==> config.mk <==
export PLATFORM = sky130hd
export DESIGN_NAME = epu_slave_port_flat
export DESIGN_NICKNAME = d
export VERILOG_FILES = /design/src/rtl/epu_bus_pkg.sv /design/src/rtl/epu_core_pkg.sv /design/src/rtl/sram_if.sv /design/src/rtl/epu_slave_port.sv /design/src/flat_wrapper.sv
export SDC_FILE = /design/constraint.sdc
export NUM_CORES = 1
export LEC_CHECK = 0
export BUFFER_PORTS_ARGS = -buffer_cell sky130_fd_sc_hd__buf_2
export CAP_MARGIN = 10
export CORE_AREA = 2 2 108 163
export DETAILED_ROUTE_END_ITERATION = 12
export DIE_AREA = 0 0 110 165
export HOLD_SLACK_MARGIN = 0.12
export PLACE_DENSITY = 0.78
export SLEW_MARGIN = 25
export SYNTH_ARGS = -nofsm -noshare
export SYNTH_HDL_FRONTEND = slang
export SYNTH_SLANG_ARGS = --single-unit
==> constraint.sdc <==
create_clock -name clk -period 3.5 [get_ports clk]
set_input_delay 0.525 -clock clk [delete_from_list [all_inputs] [get_ports clk]]
set_output_delay 0.525 -clock clk [all_outputs]
set_load 0.005 [all_outputs]
==> src/rtl/epu_bus_pkg.sv <==
`default_nettype none

package epu_bus_pkg;

    localparam int addr_w = 32;
    localparam int data_w = 32;
    localparam int len_w  = 8;

    // Address map, one buffer word per 4 bytes
    localparam logic [addr_w-1:0] buf_base   = 32'h5000_0000;
    localparam logic [addr_w-1:0] reg_weight = 32'h8000_0000;
    localparam logic [addr_w-1:0] reg_ctrl   = 32'h8000_0004;
    localparam logic [addr_w-1:0] reg_status = 32'h8000_0008;

    typedef enum logic [2:0] {
        IDLE    = 3'h0,
        WR      = 3'h1,
        RD_REQ  = 3'h2,
        RD_DATA = 3'h3,
        RESP    = 3'h4
    } slave_state_t;

endpackage

`default_nettype wire

==> src/rtl/epu_core_pkg.sv <==
`default_nettype none

package epu_core_pkg;

    localparam int buf_words = 256;
    // Input region starts at word 0
    localparam int out_base  = 128;

    typedef enum logic [1:0] {
        MODE_MUL  = 2'h0,
        MODE_RELU = 2'h1,
        MODE_SHR  = 2'h2,
        MODE_ADD  = 2'h3
    } conv_mode_t;

    typedef enum logic [1:0] {
        IDLE  = 2'h0,
        READ  = 2'h1,
        WAIT  = 2'h2,
        WRITE = 2'h3
    } engine_state_t;

endpackage

`default_nettype wire

==> src/rtl/sram_if.sv <==
`timescale 1ns/1ns
`default_nettype none

interface sram_if #(
    parameter int DEPTH = 256
);
    import epu_bus_pkg::*;

    localparam int AW = $clog2(DEPTH);

    logic              req;
    logic              we;
    logic [AW-1:0]     addr;
    logic [data_w-1:0] wdata;
    logic              gnt;
    // Valid one cycle after a granted read
    logic [data_w-1:0] rdata;

    modport requester (output req, we, addr, wdata, input gnt, rdata);
    modport memory    (input req, we, addr, wdata, output gnt, rdata);

endinterface

`default_nettype wire

==> src/rtl/epu_slave_port.sv <==
`timescale 1ns/1ns
`default_nettype none

module epu_slave_port #(
    parameter int DEPTH = epu_core_pkg::buf_words
) (
    input  logic                             clk,
    input  logic                             rst,
    input  logic                             awvalid_i,
    input  logic [epu_bus_pkg::addr_w-1:0]   awaddr_i,
    input  logic [epu_bus_pkg::len_w-1:0]    awlen_i,
    output logic                             awready_o,
    input  logic                             wvalid_i,
    input  logic [epu_bus_pkg::data_w-1:0]   wdata_i,
    input  logic                             wlast_i,
    output logic                             wready_o,
    output logic                             bvalid_o,
    input  logic                             bready_i,
    input  logic                             arvalid_i,
    input  logic [epu_bus_pkg::addr_w-1:0]   araddr_i,
    input  logic [epu_bus_pkg::len_w-1:0]    arlen_i,
    output logic                             arready_o,
    output logic                             rvalid_o,
    output logic [epu_bus_pkg::data_w-1:0]   rdata_o,
    output logic                             rlast_o,
    input  logic                             rready_i,
    sram_if.requester                        mem_o,
    output logic                             start_o,
    output epu_core_pkg::conv_mode_t         mode_o,
    output logic [7:0]                       count_o,
    output logic [epu_bus_pkg::data_w-1:0]   weight_o,
    input  logic                             finish_i,
    input  logic                             busy_i,
    output logic                             int_o
);
    import epu_bus_pkg::*;

    localparam int AW = $clog2(DEPTH);

    slave_state_t      state_r;
    logic              armed_r;
    logic [addr_w-1:0] addr_r;
    logic [len_w-1:0]  len_r;
    logic [len_w-1:0]  beat_r;
    logic [data_w-1:0] reg_rdata_r;
    logic              done_r;
    logic              is_buf;
    logic              aw_hs;
    logic              ar_hs;
    logic              w_hs;
    logic              r_hs;
    logic              wr_end;

    // Buffer window spans DEPTH words from buf_base
    assign is_buf = (addr_r >= buf_base) && (addr_r < buf_base + addr_w'(DEPTH * 4));

    // Readies stay low until the first cycle out of reset
    assign awready_o = armed_r && (state_r == IDLE);
    assign arready_o = armed_r && (state_r == IDLE) && !awvalid_i;
    assign aw_hs     = awvalid_i && awready_o;
    assign ar_hs     = arvalid_i && arready_o;

    assign wready_o = (state_r == WR) && (is_buf ? mem_o.gnt : 1'b1);
    assign w_hs     = wvalid_i && wready_o;
    assign wr_end   = w_hs && (wlast_i || beat_r == len_r);
    assign bvalid_o = state_r == RESP;

    assign rvalid_o = state_r == RD_DATA;
    assign rlast_o  = rvalid_o && (beat_r == len_r);
    assign r_hs     = rvalid_o && rready_i;
    assign rdata_o  = is_buf ? mem_o.rdata : reg_rdata_r;
    assign int_o    = done_r;

    // Word-indexed buffer requests
    assign mem_o.req   = is_buf && ((state_r == WR && wvalid_i) || state_r == RD_REQ);
    assign mem_o.we    = state_r == WR;
    assign mem_o.addr  = addr_r[AW+1:2];
    assign mem_o.wdata = wdata_i;

    always_ff @(posedge clk or posedge rst) begin
        if (rst) begin
            state_r <= IDLE;
            armed_r <= 1'b0;
            addr_r  <= '0;
            len_r   <= '0;
            beat_r  <= '0;
        end else begin
            armed_r <= 1'b1;
            case (state_r)
                IDLE: begin
                    if (aw_hs) begin
                        addr_r  <= awaddr_i;
                        len_r   <= awlen_i;
                        beat_r  <= '0;
                        state_r <= WR;
                    end else if (ar_hs) begin
                        addr_r  <= araddr_i;
                        len_r   <= arlen_i;
                        beat_r  <= '0;
                        state_r <= RD_REQ;
                    end
                end
                WR: begin
                    if (w_hs) begin
                        addr_r <= addr_r + addr_w'(4);
                        beat_r <= beat_r + len_w'(1);
                        if (wr_end) begin
                            state_r <= RESP;
                        end
                    end
                end
                RD_REQ: begin
                    // Register beats need no grant
                    if (!is_buf || mem_o.gnt) begin
                        state_r <= RD_DATA;
                    end
                end
                RD_DATA: begin
                    if (r_hs) begin
                        if (rlast_o) begin
                            state_r <= IDLE;
                        end else begin
                            addr_r  <= addr_r + addr_w'(4);
                            beat_r  <= beat_r + len_w'(1);
                            state_r <= RD_REQ;
                        end
                    end
                end
                RESP: begin
                    if (bready_i) begin
                        state_r <= IDLE;
                    end
                end
                default: state_r <= IDLE;
            endcase
        end
    end

    // Register read data, sampled while the beat starts
    always_ff @(posedge clk) begin
        if (state_r == RD_REQ) begin
            case (addr_r)
                reg_weight: reg_rdata_r <= weight_o;
                reg_ctrl:   reg_rdata_r <= data_w'({count_o, 5'h0, mode_o, 1'b0});
                reg_status: reg_rdata_r <= data_w'({busy_i, done_r});
                default:    reg_rdata_r <= '0;
            endcase
        end
    end

    always_ff @(posedge clk or posedge rst) begin
        if (rst) begin
            weight_o <= '0;
            mode_o   <= epu_core_pkg::MODE_MUL;
            count_o  <= '0;
            start_o  <= 1'b0;
            done_r   <= 1'b0;
        end else begin
            start_o <= 1'b0;
            if (w_hs && addr_r == reg_weight) begin
                weight_o <= wdata_i;
            end
            if (w_hs && addr_r == reg_ctrl) begin
                mode_o  <= epu_core_pkg::conv_mode_t'(wdata_i[2:1]);
                count_o <= wdata_i[15:8];
                start_o <= wdata_i[0] && (wdata_i[15:8] != 8'h0);
                done_r  <= 1'b0;
            end
            // Engine finish wins over a clearing write
            if (finish_i) begin
                done_r <= 1'b1;
            end
        end
    end

endmodule

`default_nettype wire

==> src/flat_wrapper.sv <==
// flat-port wrapper written by rule: the top's interface ports become plain ports
module epu_slave_port_flat import epu_bus_pkg::*;
#(
    parameter int DEPTH = epu_core_pkg::buf_words
)
  (clk, rst, awvalid_i, awaddr_i, awlen_i, awready_o, wvalid_i, wdata_i, wlast_i, wready_o, bvalid_o, bready_i, arvalid_i, araddr_i, arlen_i, arready_o, rvalid_o, rdata_o, rlast_o, rready_i, start_o, mode_o, count_o, weight_o, finish_i, busy_i, int_o, mem_o_req, mem_o_we, mem_o_addr, mem_o_wdata, mem_o_gnt, mem_o_rdata);
  sram_if #(.DEPTH(DEPTH)) mem_o_i ();
  input  logic clk;
  input  logic rst;
  input  logic awvalid_i;
  input  logic [epu_bus_pkg::addr_w-1:0] awaddr_i;
  input  logic [epu_bus_pkg::len_w-1:0] awlen_i;
  output logic awready_o;
  input  logic wvalid_i;
  input  logic [epu_bus_pkg::data_w-1:0] wdata_i;
  input  logic wlast_i;
  output logic wready_o;
  output logic bvalid_o;
  input  logic bready_i;
  input  logic arvalid_i;
  input  logic [epu_bus_pkg::addr_w-1:0] araddr_i;
  input  logic [epu_bus_pkg::len_w-1:0] arlen_i;
  output logic arready_o;
  output logic rvalid_o;
  output logic [epu_bus_pkg::data_w-1:0] rdata_o;
  output logic rlast_o;
  input  logic rready_i;
  output logic start_o;
  output epu_core_pkg::conv_mode_t mode_o;
  output logic [7:0] count_o;
  output logic [epu_bus_pkg::data_w-1:0] weight_o;
  input  logic finish_i;
  input  logic busy_i;
  output logic int_o;
  output wire logic [$bits(mem_o_i.req)-1:0] mem_o_req;
  output wire logic [$bits(mem_o_i.we)-1:0] mem_o_we;
  output wire logic [$bits(mem_o_i.addr)-1:0] mem_o_addr;
  output wire logic [$bits(mem_o_i.wdata)-1:0] mem_o_wdata;
  input wire logic [$bits(mem_o_i.gnt)-1:0] mem_o_gnt;
  input wire logic [$bits(mem_o_i.rdata)-1:0] mem_o_rdata;
  assign mem_o_req = mem_o_i.req;
  assign mem_o_we = mem_o_i.we;
  assign mem_o_addr = mem_o_i.addr;
  assign mem_o_wdata = mem_o_i.wdata;
  assign mem_o_i.gnt = mem_o_gnt;
  assign mem_o_i.rdata = mem_o_rdata;
  epu_slave_port #(.DEPTH(DEPTH)) u_core (.clk(clk), .rst(rst), .awvalid_i(awvalid_i), .awaddr_i(awaddr_i), .awlen_i(awlen_i), .awready_o(awready_o), .wvalid_i(wvalid_i), .wdata_i(wdata_i), .wlast_i(wlast_i), .wready_o(wready_o), .bvalid_o(bvalid_o), .bready_i(bready_i), .arvalid_i(arvalid_i), .araddr_i(araddr_i), .arlen_i(arlen_i), .arready_o(arready_o), .rvalid_o(rvalid_o), .rdata_o(rdata_o), .rlast_o(rlast_o), .rready_i(rready_i), .mem_o(mem_o_i), .start_o(start_o), .mode_o(mode_o), .count_o(count_o), .weight_o(weight_o), .finish_i(finish_i), .busy_i(busy_i), .int_o(int_o));
endmodule
### Word level (Yosys, flattened, before mapping)

Cells that the tools add are included.

* flip-flop bits (word level): 128
* input bits: 155

* add/sub/neg operators: 2
* order comparisons: 2
* equal/unequal tests: 15
* mux-type cells: 29
* reductions and logical operators: 28

Operators by type and width (number)
* $mux W32: 6
* $pmux W32 S3: 2
* $eq A32 B32 Y1 const B: 3
* $mux W8: 7
* $add A32 B3 Y32 const B: 1
* $ge A32 B31 Y1 const B: 1
* $lt A32 B31 Y1 const B: 1
* $pmux W8 S3: 1
* $mux W3: 7
* $logic_and A1 B1 Y1: 15
* $pmux W3 S5: 1
* $add A8 B1 Y8 const B: 1
* $eq A8 B8 Y1: 1
* $reduce_bool A8 Y1: 1
* $eq A3 B2 Y1 const B: 2
* $ne A2 B1 Y1 const B: 3
* $ne A2 B2 Y1 const B: 3
* $reduce_and A6 Y1: 1
* $reduce_and A5 Y1: 1
* $mux W1: 4
* $reduce_bool A2 Y1: 2
* $eq A3 B1 Y1 const B: 1
* $eq A3 B3 Y1 const B: 1
* $logic_not A3 Y1: 1
* 6 further kinds: 9

### Depth between registers and ports, before layout

Gate-level depths: netlist (run 1).

* word-level depth: 9
* gate-level depth with buffers: 8
* depth with buffers taken out: 6

### Worst setup path after synthesis (run 1)

OpenSTA, ideal clock, no wires.

* path kind: register to output
* from: register u_core.state_r[0]
* to: output port mem_o_req
* arrival time: 2441 ps
* path slack: 534 ps
* cell stages (with the launch flop): 6
* cells stage by stage: dfrtp_1 clkbuf_1 nand2b_1 nor2_1 a21oi_1 nor2b_1

* longest elaborated chain between the ends: 4
* elaborated cells between the ends (all ways): 5

Ends and longest elaborated chain
* start: declaration: RTL line epu_slave_port.sv:40 `slave_state_t state_r;`
* start signal: assignment: RTL line epu_slave_port.sv:82 `state_r <= IDLE;`
* start signal: assignment: RTL line epu_slave_port.sv:95 `state_r <= WR;`
* start signal: assignment: RTL line epu_slave_port.sv:100 `state_r <= RD_REQ;`
* $eq A3 B1 Y1: RTL line epu_slave_port.sv:75 `assign mem_o.req = is_buf && ((state_r == WR && wvalid_i) || state_r == RD_REQ);`
* $logic_and A1 B1 Y1: RTL line epu_slave_port.sv:75
* $logic_or A1 B1 Y1 *: RTL line epu_slave_port.sv:75
* $logic_and A1 B1 Y1 *: RTL line epu_slave_port.sv:75
* end: declaration: RTL line flat_wrapper.sv:35 `output wire logic [$bits(mem_o_i.req)-1:0] mem_o_req;`

Mark *: on every way between the ends. The rest lies on a longest branch, timed or not.

### Worst setup path in the final report (run 1)

* from: register u_core.addr_r[19]
* to: output port rdata_o[25] (netlist name)

* longest elaborated chain between the ends: 3
* elaborated cells between the ends (all ways): 4

Ends and longest elaborated chain
* start: declaration: RTL line epu_slave_port.sv:42 `logic [addr_w-1:0] addr_r;`
* start signal: assignment: RTL line epu_slave_port.sv:92 `addr_r <= awaddr_i;`
* start signal: assignment: RTL line epu_slave_port.sv:97 `addr_r <= araddr_i;`
* start signal: assignment: RTL line epu_slave_port.sv:105 `addr_r <= addr_r + addr_w'(4);`
* $ge A32 B31 Y1 or $lt A32 B31 Y1 (tied branches): RTL line epu_slave_port.sv:55 `assign is_buf = (addr_r >= buf_base) && (addr_r < buf_base + addr_w'(DEPTH * 4));`
* $logic_and A1 B1 Y1 *: RTL line epu_slave_port.sv:55
* $mux W32 *: RTL line epu_slave_port.sv:71 `assign rdata_o = is_buf ? mem_o.rdata : reg_rdata_r;`
* end: declaration: RTL line flat_wrapper.sv:25 `output logic [epu_bus_pkg::data_w-1:0] rdata_o;`

Marked as above.

==> impl_metrics.sql, run 1 <==
INSERT INTO impl_metrics (metric_group, metric, value, unit) VALUES
('yosys', 'ys_types', '63', ''),
('critical_path', 'crit_path_top_delay_cell', 'sky130_fd_sc_hd__dfrtp_1', ''),
('floorplanning', 'pin_count', '279', ''),
('yosys', 'synth-edff-count', '32', ''),
('sta', 'slew_viol_final', '0', ''),
('yosys', 'netlist.area_leader.share', '32.4', '%'),
('sta', 'holdWs', '0.170', 'ns'),
('yosys', 'syn-num-nets', '875', ''),
('placement', 'pre_cts_ws', '0.587', 'ns'),
('floorplanning', 'dieArea', '18200', 'um^2'),
('yosys', 'synth-warning-count', '0', ''),
('sta', 'final_critical_path_required_period', '3.33', 'ns'),
('worst_hold_path', 'min-delay-path-class', 'in2async', ''),
('yosys', 'asyncSetResetFlopFracSynth', '75.0', '%'),
('power_and_ir_drop', 'cellPowerDensity', '725', 'nW/um^2'),
('floorplanning', 'floorplan.initialDensity', '44.6', '%'),
('critical_path', 'cp_top_family', 'simple AND/OR/NAND/NOR gates', ''),
('sta', 'final-setup-viol-count', '0', ''),
('placement', 'dp_cells', '1137', ''),
('clock_network', 'cts_resized', '0', ''),
('clock_network', 'tritoncts_num_sinks', '128', ''),
('final_layout', 'post_route_cell_area', '9470', 'um^2'),
('critical_path', 'worstSetupStartpointType', 'flop', ''),
('critical_path', 'worst-r2r-setup-slack', '0.83', 'ns'),
('sta', 'slew_headroom', '45.7', '%'),
('placement', 'postPlaceCellArea', '8780', 'um^2'),
('sta', 'finalHoldViolCount', '0', ''),
('drt', 'dr.pass1.iters', '8', ''),
('critical_path', 'worst-r2r-cell-count', '5', ''),
('power_and_ir_drop', 'power.leakage', '4.54', 'nW'),
('sta', 'final.setup.tns', '0', 'ns'),
('floorplanning', 'die-width', '110', 'um'),
('sta', 'clock.fmax', '0.300', 'GHz'),
('floorplanning', 'num_rows', '58', ''),
('sta', 'share_of_the_clock_period_used_by_the_worst_path_after_layout', '95.2', '%'),
('clock_network', 'htree_num_levels', '4', ''),
('grt', 'grt_pass1_wl', '32.9', 'mm'),
('final_layout', 'area_growth', '27.7', '%'),
('yosys', 'number_of_synthesized_register_bits', '128', ''),
('final_layout', 'most-common-layout-cells', '278 x sky130_fd_sc_hd__buf_2, 96 x sky130_fd_sc_hd__dfrtp_1, 61 x sky130_fd_sc_hd__nand2_1, 51 x sky130_fd_sc_hd__mux2_2, 34 x sky130_fd_sc_hd__nor2_1', ''),
('sta', 'worst_clk_skew', '0.00986', 'ns'),
('critical_path', 'timing.critical_path.required', '2.97', 'ns'),
('clock_network', 'worst_setup_hold_path_clk_slew', '0.06', 'ns'),
('drt', 'drtIter0Drc', '537', ''),
('yosys', 'synthCells', '715', ''),
('critical_path', 'worstPathArrival', '2.81', 'ns'),
('drt', 'detail-route-antenna-nets', '0', ''),
('grt', 'grt.overflow.total', '0', ''),
('placement', 'dp_wirelength', '16.3', 'mm'),
('drt', 'wirelength', '21.7', 'mm'),
('critical_path', 'critical_setup_path_class', 'reg2out', ''),
('clock_network', 'max-clock-path-buffers', '2', ''),
('yosys', 'synth_area_leaders', 'sky130_fd_sc_hd__dfrtp_1 32%, sky130_fd_sc_hd__edfxtp_1 13%, sky130_fd_sc_hd__mux2_2 7.7%', ''),
('sta', 'worst_slew_pin_slew', '0.812', 'ns'),
('floorplanning', 'die_height', '165', 'um'),
('floorplanning', 'placeableCoreArea', '16600', 'um^2'),
('outcome', 'outcome', 'complete, no violations', ''),
('power_and_ir_drop', 'power', '6.87', 'mW'),
('drt', 'wire_per_inst', '18.6', 'um'),
('yosys', 'synth_seq_area_share', '45.4', '%'),
('critical_path', 'path_max_fanout', '33', ''),
('grt', 'antenna_found_initial', '2', ''),
('drt', 'vias', '6646', ''),
('clock_network', 'cts.hold.buffers_added', '0', ''),
('grt', 'first_global_vias', '6273', ''),
('sta', 'smallest_setup_slack_after_layout', '0.167', 'ns'),
('placement', 'io_buffers', '278', ''),
('final_layout', 'share_of_layout_cells_above_drive_strength_1', '41.3', '%'),
('sta', 'grt_setup_unrepaired', 'false', ''),
('critical_path', 'worst_path_largest_cell_delay', '0.46', 'ns'),
('drt', 'route.detailed.vias_per_inst', '5.68', '');
## area by class of cell
class / count / area [um^2]
repair buffers: 297 / 1560
clock buffers: 18 / 429
well taps: 210 / 263
multi-input cells: 489 / 3550
inverters: 13 / 51.3
fillers: 1423 / 7150
flip-flops and latches: 128 / 3360
clock inverters: 14 / 253
diodes: 2 / 5.00
## cell usage after synthesis, types with 5 or more instances
library cell / number
sky130_fd_sc_hd__nand2_1: 61
sky130_fd_sc_hd__buf_2: 16
sky130_fd_sc_hd__or4_1: 7
sky130_fd_sc_hd__mux2i_1: 9
sky130_fd_sc_hd__o21ai_0: 18
sky130_fd_sc_hd__nand4_1: 10
sky130_fd_sc_hd__a22o_1: 9
sky130_fd_sc_hd__dfrtp_1: 96
sky130_fd_sc_hd__clkbuf_1: 22
sky130_fd_sc_hd__nor2_1: 35
sky130_fd_sc_hd__nor4_1: 5
sky130_fd_sc_hd__mux2_1: 30
sky130_fd_sc_hd__and3_1: 21
sky130_fd_sc_hd__mux2_2: 51
sky130_fd_sc_hd__buf_4: 44
sky130_fd_sc_hd__nor3_1: 19
sky130_fd_sc_hd__nor4_2: 6
sky130_fd_sc_hd__nand2b_1: 7
sky130_fd_sc_hd__a211oi_1: 9
sky130_fd_sc_hd__ha_1: 5
sky130_fd_sc_hd__a31oi_1: 26
sky130_fd_sc_hd__o211ai_1: 8
sky130_fd_sc_hd__xnor2_1: 9
sky130_fd_sc_hd__a21oi_1: 22
sky130_fd_sc_hd__nand3_1: 12
sky130_fd_sc_hd__and2_1: 28
sky130_fd_sc_hd__o22a_1: 10
sky130_fd_sc_hd__o31ai_1: 10
sky130_fd_sc_hd__a2bb2oi_1: 6
sky130_fd_sc_hd__edfxtp_1: 32
sky130_fd_sc_hd__inv_1: 12
## sequential cells by signal, summed over array words and instances, names as in the netlist, 2 cells and up
register / flops
u_core.len_r: 8
u_core.reg_rdata_r: 32
u_core.beat_r: 8
u_core.count_o: 8
u_core.weight_o: 32
u_core.mode_o: 2
u_core.addr_r: 32
u_core.state_r: 3
## per-layer routing
layer / vias to the layer above / track usage [%] / routed length (um)
li1: 3097 / - / -
met1: 3158 / 26.3 / 7880
met2: 354 / 43.2 / 11500
met3: 37 / 5.29 / 1790
met4: 0 / 9.72 / 580
met5: - / 0 / 0
## kinds of logic after synthesis
family,count (synthesis),share of synthesized area (%)
compound gates,151,14.5
xor+xnor,9,1.06
fa+ha+maj,5,0.844
buf+inv,98,7.46
flops,128,45.4
mux,90,13.5
other cells,1,0.0506
simple gates,233,17.2
## worst max path at each step
| stage | slack (ns) | depth (start not counted) | end | from |
|---|---|---|---|---|
| after floorplan | 0.47 | 1 | u_core.addr_r[0] | rst |
| after detailed placement | 0.59 | 6 | rdata_o[20] | u_core.addr_r[25] |
| after CTS | 0.15 | 6 | rdata_o[20] | u_core.addr_r[25] |
| final | 0.17 | 6 | rdata_o[25] | u_core.addr_r[19] |
| after global routing | 0.02 | 6 | rdata_o[20] | u_core.addr_r[10] |
| after global placement | 0.62 | 6 | rdata_o[10] | u_core.addr_r[25] |
## power by group
part / internal [mW] / switching (mW)
sequential: 1.97 / 0.425
clock: 1.35 / 0.688
combinational: 1.04 / 1.39
Power figures use the tool's default switching activity.
==> inputs of run 2 (changes only) <==
PLACE_DENSITY = 0.81   (was 0.78)
RECOVER_POWER = 25   (was unset)
clock period = 2.8 ns   (was 3.5 ns; I/O delays follow)
==> run 2 against run 1 <==
Net effect:
- largest power group unchanged
- the run now ends with max-capacitance violations, max-slew violations, negative setup slack left
- routed wire length increased by 16%
- sequential power up 26%
- design area is 4.5% higher
- utilization rose by 2.6 points
- clock power up 10%
- clock skew increased by 0.0026 ns
- total power increased by 28%
- sequential cell count did not move
- non-clock buffer count increased by 22
==> impl_metrics.sql, run 2 (synthesized netlist as in run 1, its figures left out) <==
INSERT INTO impl_metrics (metric_group, metric, value, unit) VALUES
('outcome', 'outcome', 'finished with violations', ''),
('outcome', 'violations', 'max-capacitance violations, max-slew violations, negative setup slack', ''),
('clock_network', 'htree_num_levels', '4', ''),
('sta', 'share_of_the_clock_period_used_by_the_worst_path_after_layout', '100', '%'),
('sta', 'smallest_setup_slack_after_layout', '-0.0106', 'ns'),
('power_and_ir_drop', 'ir_worst_vdd', '0.524', 'mV'),
('placement', 'routabilityCongestion', '0.926', ''),
('critical_path', 'crit-reg2reg-capture', 'u_core.addr_r[29]', ''),
('sta', 'clock.fmax', '0.356', 'GHz'),
('grt', 'grt.overflow.total', '0', ''),
('worst_hold_path', 'hold_depth', '2', ''),
('critical_path', 'critical_setup_path_class', 'reg2out', ''),
('placement', 'dp_wirelength', '17.6', 'mm'),
('floorplanning', 'pin_count', '279', ''),
('critical_path', 'worstPathArrival', '2.39', 'ns'),
('clock_network', 'max-clock-path-buffers', '2', ''),
('grt', 'first_global_vias', '6749', ''),
('grt', 'antenna_found_initial', '5', ''),
('critical_path', 'critPathCaptureType', 'output pin', ''),
('final_layout', 'share_of_layout_cells_above_drive_strength_1', '42.8', '%'),
('placement', 'pre_cts_ws', '0.292', 'ns'),
('critical_path', 'path_max_fanout', '9', ''),
('drt', 'detail-route-antenna-nets', '0', ''),
('worst_hold_path', 'worst_hold_path.endpoint', 'u_core.int_o', ''),
('drt', 'vias', '7053', ''),
('floorplanning', 'die-width', '110', 'um'),
('critical_path', 'worst-r2r-setup-slack', '0.29', 'ns'),
('sta', 'finalHoldViolCount', '0', ''),
('grt', 'maximum_number_of_pins_on_one_net_before_global_route_repair', '58', ''),
('power_and_ir_drop', 'power.leakage', '4.74', 'nW'),
('worst_hold_path', 'min-delay-path-class', 'in2reg', ''),
('clock_network', 'cts.hold.buffers_added', '0', ''),
('worst_hold_path', 'worst_hold_startpoint', 'finish_i', ''),
('final_layout', 'most-common-layout-cells', '255 x sky130_fd_sc_hd__buf_2, 94 x sky130_fd_sc_hd__dfrtp_1, 61 x sky130_fd_sc_hd__nand2_1, 34 x sky130_fd_sc_hd__nor2_1', ''),
('drt', 'wire_per_inst', '21.0', 'um'),
('clock_network', 'cts_made_buffers', '17', ''),
('power_and_ir_drop', 'power', '8.79', 'mW'),
('final_layout', 'layout_top_registers', 'u_core.addr_r: 32 flops, u_core.reg_rdata_r: 32 flops, u_core.weight_o: 32 flops', ''),
('critical_path', 'worst-r2r-cell-count', '7', ''),
('sta', 'final_critical_path_required_period', '2.81', 'ns'),
('floorplanning', 'num_rows', '58', ''),
('final_layout', 'layout_commonest_cell', 'sky130_fd_sc_hd__buf_2', ''),
('floorplanning', 'die_height', '165', 'um'),
('critical_path', 'timing.critical_path.required', '2.38', 'ns'),
('drt', 'dr.pass1.iters', '5', ''),
('grt', 'tot_gr_track_use', '26.5', '%'),
('sta', 'slew_headroom', '-44.3', '%'),
('sta', 'worst_slew_pin_slew', '2.16', 'ns'),
('clock_network', 'worst_setup_hold_path_clk_slew', '0.06', 'ns'),
('sta', 'slew_viol_final', '98', ''),
('critical_path', 'regToRegStartpoint', 'u_core.state_r[2]', ''),
('drt', 'wirelength', '25.1', 'mm'),
('placement', 'postPlaceCellArea', '8890', 'um^2'),
('clock_network', 'cts_tree', 'yes', ''),
('final_layout', 'area_growth', '33.5', '%'),
('placement', 'io_buffers', '278', ''),
('sta', 'final.setup.tns', '-0.0292', 'ns'),
('drt', 'drtIter0Drc', '465', ''),
('run', 'maxcap_viol_count', '2', ''),
('grt', 'grt_pass1_wl', '36.1', 'mm'),
('critical_path', 'worstSetupStartpointType', 'flop', ''),
('power_and_ir_drop', 'cellPowerDensity', '888', 'nW/um^2'),
('final_layout', 'nets', '1128', ''),
('sta', 'final-setup-viol-count', '5', ''),
('floorplanning', 'floorplan.initialDensity', '44.6', '%'),
('final_layout', 'post_route_cell_area', '9900', 'um^2'),
('drt', 'drc', '0', ''),
('clock_network', 'clockRootBuffer', 'sky130_fd_sc_hd__clkbuf_16', ''),
('drt', 'route.detailed.vias_per_inst', '5.90', ''),
('floorplanning', 'dieArea', '18200', 'um^2'),
('floorplanning', 'placeableCoreArea', '16600', 'um^2'),
('clock_network', 'worstSkewPairLatency', '0.41', 'ns'),
('clock_network', 'tritoncts_num_sinks', '128', ''),
('sta', 'grt_setup_unrepaired', 'true', ''),
('sta', 'worst_clk_skew', '0.0125', 'ns');
==> run 2: changes by cell type in the layout (fill, tap and decap cells not counted), sizes merged <==
cell / delta
buf: +19
clkinvlp: +4
bufinv: -3
diode: +3
inv: -4
clkbuf: +3
clkinv: +3
==> run 2: worst max path at each step <==
stage	start	to	slack, ns	cells past startpoint
4_1_cts	u_core.addr_r[24]	rdata_o[24]	-0.0007	7
6_report	u_core.addr_r[18]	rdata_o[3]	-0.01	6
5_1_grt	u_core.addr_r[18]	rdata_o[3]	-0.10	6
3_5_place_dp	u_core.addr_r[19]	rdata_o[0]	0.29	6
2_1_floorplan	u_core.addr_r[10]	rdata_o[10]	0.42	5
3_3_place_gp	u_core.addr_r[19]	rdata_o[0]	0.32	6
==> run 2: layout make-up <==
type                            count  area, um^2
Clock buffer                       18         429
Multi-Input combinational cell    489        3670
Sequential cell                   128        3370
Fill cell                        1324        6720
Antenna cell                        5        12.5
Clock inverter                     14         166
Inverter                           13        50.0
Tap cell                          210         263
Timing Repair Buffer              319        1940
==> run 2: per-layer routing <==
metal  part of all wire [%]  vias up  GRT usage (%)
met5                      0        -              0
met4                    5.5        0           17.7
met3                    8.4       81           6.71
li1                       -     3143              -
met1                     34     3420           28.3
met2                     52      409           45.3
==> run 2: worst max-delay path: stages, from the launching register on <==
cell                      delay [ns]
sky130_fd_sc_hd__dfrtp_1        0.41
sky130_fd_sc_hd__or4_4          0.56
sky130_fd_sc_hd__nor3_4         0.22
sky130_fd_sc_hd__buf_12         0.17
sky130_fd_sc_hd__buf_12         0.14
sky130_fd_sc_hd__mux2_2         0.34
sky130_fd_sc_hd__buf_2          0.13
==> run 2: per-stage QoR <==
stage / hold WS [ns] / utilization, % / std cells
global placement: 0.486 / 53.5 / 1150
detailed placement: 0.491 / 53.5 / 1150
global route: 0.202 / 59.6 / 1195
CTS: 0.180 / 57.9 / 1187
floorplan: 0.451 / - / 715
finish: 0.198 / 59.6 / 1196
==> run 2: timing repair <==
| item | 4_1_cts | 5_1_grt |
|---|---|---|
| pin swaps | 5 | 3 |
| gates resized for setup | 10 | 46 |
| endpoints found under the setup margin | 32 | 32 |
| gates cloned | 2 | 1 |
| buffers inserted | 3 | 3 |
==> run 2: where the power goes <==
group | total, mW | leakage [nW] | internal (mW) | switching (mW)
Clock | 2.25 | 0.284 | 1.40 | 0.849
Combinational | 3.52 | 2.92 | 1.63 | 1.89
Sequential | 3.02 | 1.54 | 2.47 | 0.556
==> inputs of run 3 (changes only) <==
ABC_AREA = 1   (was unset)
CAP_MARGIN = 20   (was 10)
CORE_AREA = 2 2 112 169   (was 2 2 108 163)
DIE_AREA = 0 0 114 171   (was 0 0 110 165)
PLACE_DENSITY = 0.8   (was 0.81)
==> run 3 against run 2 <==
Net effect:
- fmax grew 7.8%
- critical path type unchanged
- final cell count grew 24%
- largest cell class unchanged
- the flow now finishes without violations
- routed wire length shrank 5.9%
- clock power shrank 3%
- critical endpoint is now rdata_o[15]
- synthesized area grew 7.7%
- via count grew 8.4%
- setup slack gained 0.20 ns
- global-route usage shrank 2.7 points
==> impl_metrics.sql, run 3 <==
INSERT INTO impl_metrics (metric_group, metric, value, unit) VALUES
('outcome', 'outcome', 'complete, no violations', ''),
('clock_network', 'max-clock-path-buffers', '2', ''),
('final_layout', 'layout_top_registers', 'u_core.addr_r: 32 flops, u_core.reg_rdata_r: 32 flops, u_core.weight_o: 32 flops', ''),
('yosys', 'synth-compound-area-share', '9.29', '%'),
('sta', 'finalHoldViolCount', '0', ''),
('grt', 'grt_pass1_wl', '36.1', 'mm'),
('power_and_ir_drop', 'ir_worst_vdd', '0.633', 'mV'),
('critical_path', 'worstSetupStartpointType', 'flop', ''),
('yosys', 'synth-edff-count', '32', ''),
('critical_path', 'worst-r2r-setup-slack', '0.58', 'ns'),
('clock_network', 'cts_setup_buffers', '0', ''),
('grt', 'antenna_found_initial', '1', ''),
('drt', 'wire_per_inst', '15.9', 'um'),
('critical_path', 'cp_top_family', 'simple AND/OR/NAND/NOR gates', ''),
('critical_path', 'crit_buf_inv', '2', ''),
('sta', 'worst_clk_skew', '0.0142', 'ns'),
('placement', 'postPlaceCellArea', '9270', 'um^2'),
('critical_path', 'critical_setup_path_class', 'reg2out', ''),
('yosys', 'synth_area_leaders', 'sky130_fd_sc_hd__dfrtp_1 30%, sky130_fd_sc_hd__nand2_1 13%, sky130_fd_sc_hd__edfxtp_1 12%', ''),
('drt', 'dr.pass1.iters', '5', ''),
('critical_path', 'crit_path_top_delay_cell', 'sky130_fd_sc_hd__dfrtp_1', ''),
('yosys', 'number_of_synthesized_register_bits', '128', ''),
('final_layout', 'finish.utilization', '54.3', '%'),
('sta', 'final.setup.tns', '0', 'ns'),
('clock_network', 'cts_made_buffers', '17', ''),
('yosys', 'synthXorXnorAreaFrac', '2.08', '%'),
('yosys', 'synth.most_common_cell', 'sky130_fd_sc_hd__nand2_1', ''),
('sta', 'slew_headroom', '12.4', '%'),
('floorplanning', 'floorplan.initialDensity', '44.0', '%'),
('power_and_ir_drop', 'cellPowerDensity', '897', 'nW/um^2'),
('sta', 'worst_slew_pin_slew', '1.31', 'ns'),
('placement', 'pre_cts_ws', '0.550', 'ns'),
('final_layout', 'post_route_cell_area', '9870', 'um^2'),
('worst_hold_path', 'worst_hold_startpoint', 'finish_i', ''),
('clock_network', 'worst_setup_hold_path_clk_slew', '0.07', 'ns'),
('floorplanning', 'dieArea', '19500', 'um^2'),
('yosys', 'yosys.area_share.adder', '0.783', '%'),
('final_layout', 'share_of_layout_cells_above_drive_strength_1', '32.8', '%'),
('critical_path', 'crit_start', 'u_core.addr_r[22]', ''),
('yosys', 'yosys-mux-area-fraction', '5.51', '%'),
('floorplanning', 'pin_count', '279', ''),
('drt', 'drc', '0', ''),
('run', 'maxcap_viol_count', '0', ''),
('sta', 'final_critical_path_required_period', '2.61', 'ns'),
('critical_path', 'timing.critical_path.required', '2.38', 'ns'),
('yosys', 'syn_area_per_cell', '7.82', 'um^2'),
('worst_hold_path', 'min-delay-path-class', 'in2reg', ''),
('sta', 'share_of_the_clock_period_used_by_the_worst_path_after_layout', '93.2', '%'),
('final_layout', 'most-common-layout-cells', '278 x sky130_fd_sc_hd__nand2_1, 278 x sky130_fd_sc_hd__buf_2, 130 x sky130_fd_sc_hd__nor2_1, 96 x sky130_fd_sc_hd__dfrtp_1, 79 x sky130_fd_sc_hd__inv_1', ''),
('drt', 'detail-route-antenna-nets', '0', ''),
('placement', 'dp_wirelength', '17.8', 'mm'),
('yosys', 'syn-num-nets', '1182', ''),
('final_layout', 'nets', '1409', ''),
('floorplanning', 'die_height', '171', 'um'),
('yosys', 'netlist.area_leader.share', '30.1', '%'),
('critical_path', 'regToRegStartpoint', 'u_core.state_r[2]', ''),
('clock_network', 'tritoncts_num_sinks', '128', ''),
('critical_path', 'path_max_fanout', '33', ''),
('yosys', 'synth.top_cells.by_count', '278 x sky130_fd_sc_hd__nand2_1, 132 x sky130_fd_sc_hd__nor2_1, 96 x sky130_fd_sc_hd__dfrtp_1', ''),
('yosys', 'synth-warning-count', '0', ''),
('yosys', 'synth_seq_area_share', '42.1', '%'),
('power_and_ir_drop', 'power.leakage', '5.05', 'nW'),
('yosys', 'synthCells', '1022', ''),
('grt', 'tot_gr_track_use', '23.8', '%'),
('floorplanning', 'placeableCoreArea', '18200', 'um^2'),
('critical_path', 'worstPathArrival', '2.19', 'ns'),
('clock_network', 'cts_tree', 'yes', ''),
('floorplanning', 'num_rows', '61', ''),
('final_layout', 'fillers', '1721', ''),
('drt', 'drtIter0Drc', '439', ''),
('placement', 'routabilityCongestion', '0.962', ''),
('clock_network', 'worstSkewPairLatency', '0.41', 'ns'),
('floorplanning', 'die-width', '114', 'um'),
('sta', 'smallest_setup_slack_after_layout', '0.192', 'ns'),
('critical_path', 'critPathCaptureType', 'output pin', ''),
('yosys', 'synth-simple-area-share', '28.9', '%'),
('critical_path', 'critical_path.cell_chain', 'nor2_1 -> nand2_1 -> nor2_2 -> nand3_1 -> nand2_2 -> nand3_2 -> buf_12 -> mux2_2 -> buf_2', ''),
('yosys', 'ys_dominant_reg_cell', 'sky130_fd_sc_hd__dfrtp_1', ''),
('critical_path', 'worst_path_largest_cell_delay', '0.44', 'ns'),
('placement', 'io_buffers', '278', ''),
('clock_network', 'clockRootBuffer', 'sky130_fd_sc_hd__clkbuf_16', ''),
('final_layout', 'area_growth', '23.5', '%'),
('yosys', 'largest_family_of_logic_cells_by_synthesized_area', 'simple AND/OR/NAND/NOR gates', ''),
('sta', 'grt_setup_unrepaired', 'false', ''),
('grt', 'grt.overflow.total', '0', ''),
('drt', 'vias', '7643', ''),
('grt', 'maximum_number_of_pins_on_one_net_before_global_route_repair', '52', ''),
('drt', 'wirelength', '23.6', 'mm'),
('sta', 'final-setup-viol-count', '0', ''),
('drt', 'route.detailed.vias_per_inst', '5.15', ''),
('clock_network', 'cts.hold.buffers_added', '0', ''),
('yosys', 'synth.cell_area', '7990', 'um^2'),
('yosys', 'asyncSetResetFlopFracSynth', '75.0', '%'),
('sta', 'slew_viol_final', '0', ''),
('yosys', 'ys_types', '46', ''),
('grt', 'first_global_vias', '7298', ''),
('clock_network', 'htree_num_levels', '4', ''),
('sta', 'clock.fmax', '0.383', 'GHz'),
('yosys', 'cell_taking_the_most_area_after_synthesis', 'sky130_fd_sc_hd__dfrtp_1', '');
run 3: logic make-up (layout without fill, tap and decap cells):
kind of cell / count (synthesis) / count (layout)
AO/OA/AOI/OAI: 127 / 127
AND/OR/NAND/NOR: 525 / 525
multiplexers: 40 / 40
adder cells (fa/ha/maj): 5 / 5
XOR/XNOR: 19 / 19
other: 1 / 2
buffers and inverters: 177 / 417
flip-flops: 128 / 128
run 3: final cells by class:
type                    count  area, um^2  area share [%]
clock inverters            15         171            1.74
multi-input cells         717        3740            37.9
well taps                 220         275            2.79
diodes                      1        2.50          0.0254
flip-flops and latches    128        3360            34.1
repair buffers            296        1560            15.8
inverters                  89         335            3.40
clock buffers              17         425            4.31
run 3: timing repair:
| item | CTS | global route |
|---|---|---|
| endpoints found under the setup margin | 0 | 26 |
| hold endpoints to repair | 0 | 0 |
| gates resized for setup | 0 | 1 |
run 3: path summary, 6_finish.rpt:
kind                                             to  cells past startpoint
worst max-delay path                    rdata_o[15]                      9
max in group asynchronous       u_core.weight_o[13]                      3
worst max register to register    u_core.addr_r[18]                     10
worst min register to register     u_core.addr_r[1]                      2
min in group asynchronous       u_core.weight_o[24]                      3
worst min-delay path                   u_core.int_o                      2
run 3: power breakdown:
group | switching (mW) | internal [mW]
combinational | 2.34 | 1.51
sequential | 0.458 | 2.37
clock | 0.987 | 1.20
run 3: per-stage QoR:
stage,hold slack (ns),instances,total power [mW]
after global placement,0.478,1450,6.59
final,0.213,1483,8.86
after floorplan,0.453,1022,5.53
after global routing,0.204,1482,9.46
after detailed placement,0.479,1450,6.69
after CTS,0.196,1482,8.87
run 3: routing by layer:
layer | GRT usage (%) | vias to the layer above | wire (um)
met5 | 0 | - | 0
met3 | 3.90 | 50 | 1330
met4 | 11.3 | 0 | 1010
met2 | 45.9 | 296 | 12800
met1 | 24.6 | 3553 | 8500
li1 | - | 3744 | -
run 3: worst register-to-register path, cell delays in order, from the launching register on:
cell and delay (ns):
sky130_fd_sc_hd__dfrtp_1 0.46, sky130_fd_sc_hd__inv_1 0.13, sky130_fd_sc_hd__nand3_1 0.15, sky130_fd_sc_hd__nor2_2 0.17, sky130_fd_sc_hd__nand2_1 0.15, sky130_fd_sc_hd__buf_4 0.27, sky130_fd_sc_hd__or2_2 0.31, sky130_fd_sc_hd__o211ai_1 0.15
sky130_fd_sc_hd__o21ai_0 0.14, sky130_fd_sc_hd__nand4_1 0.10, sky130_fd_sc_hd__nand2_1 0.06
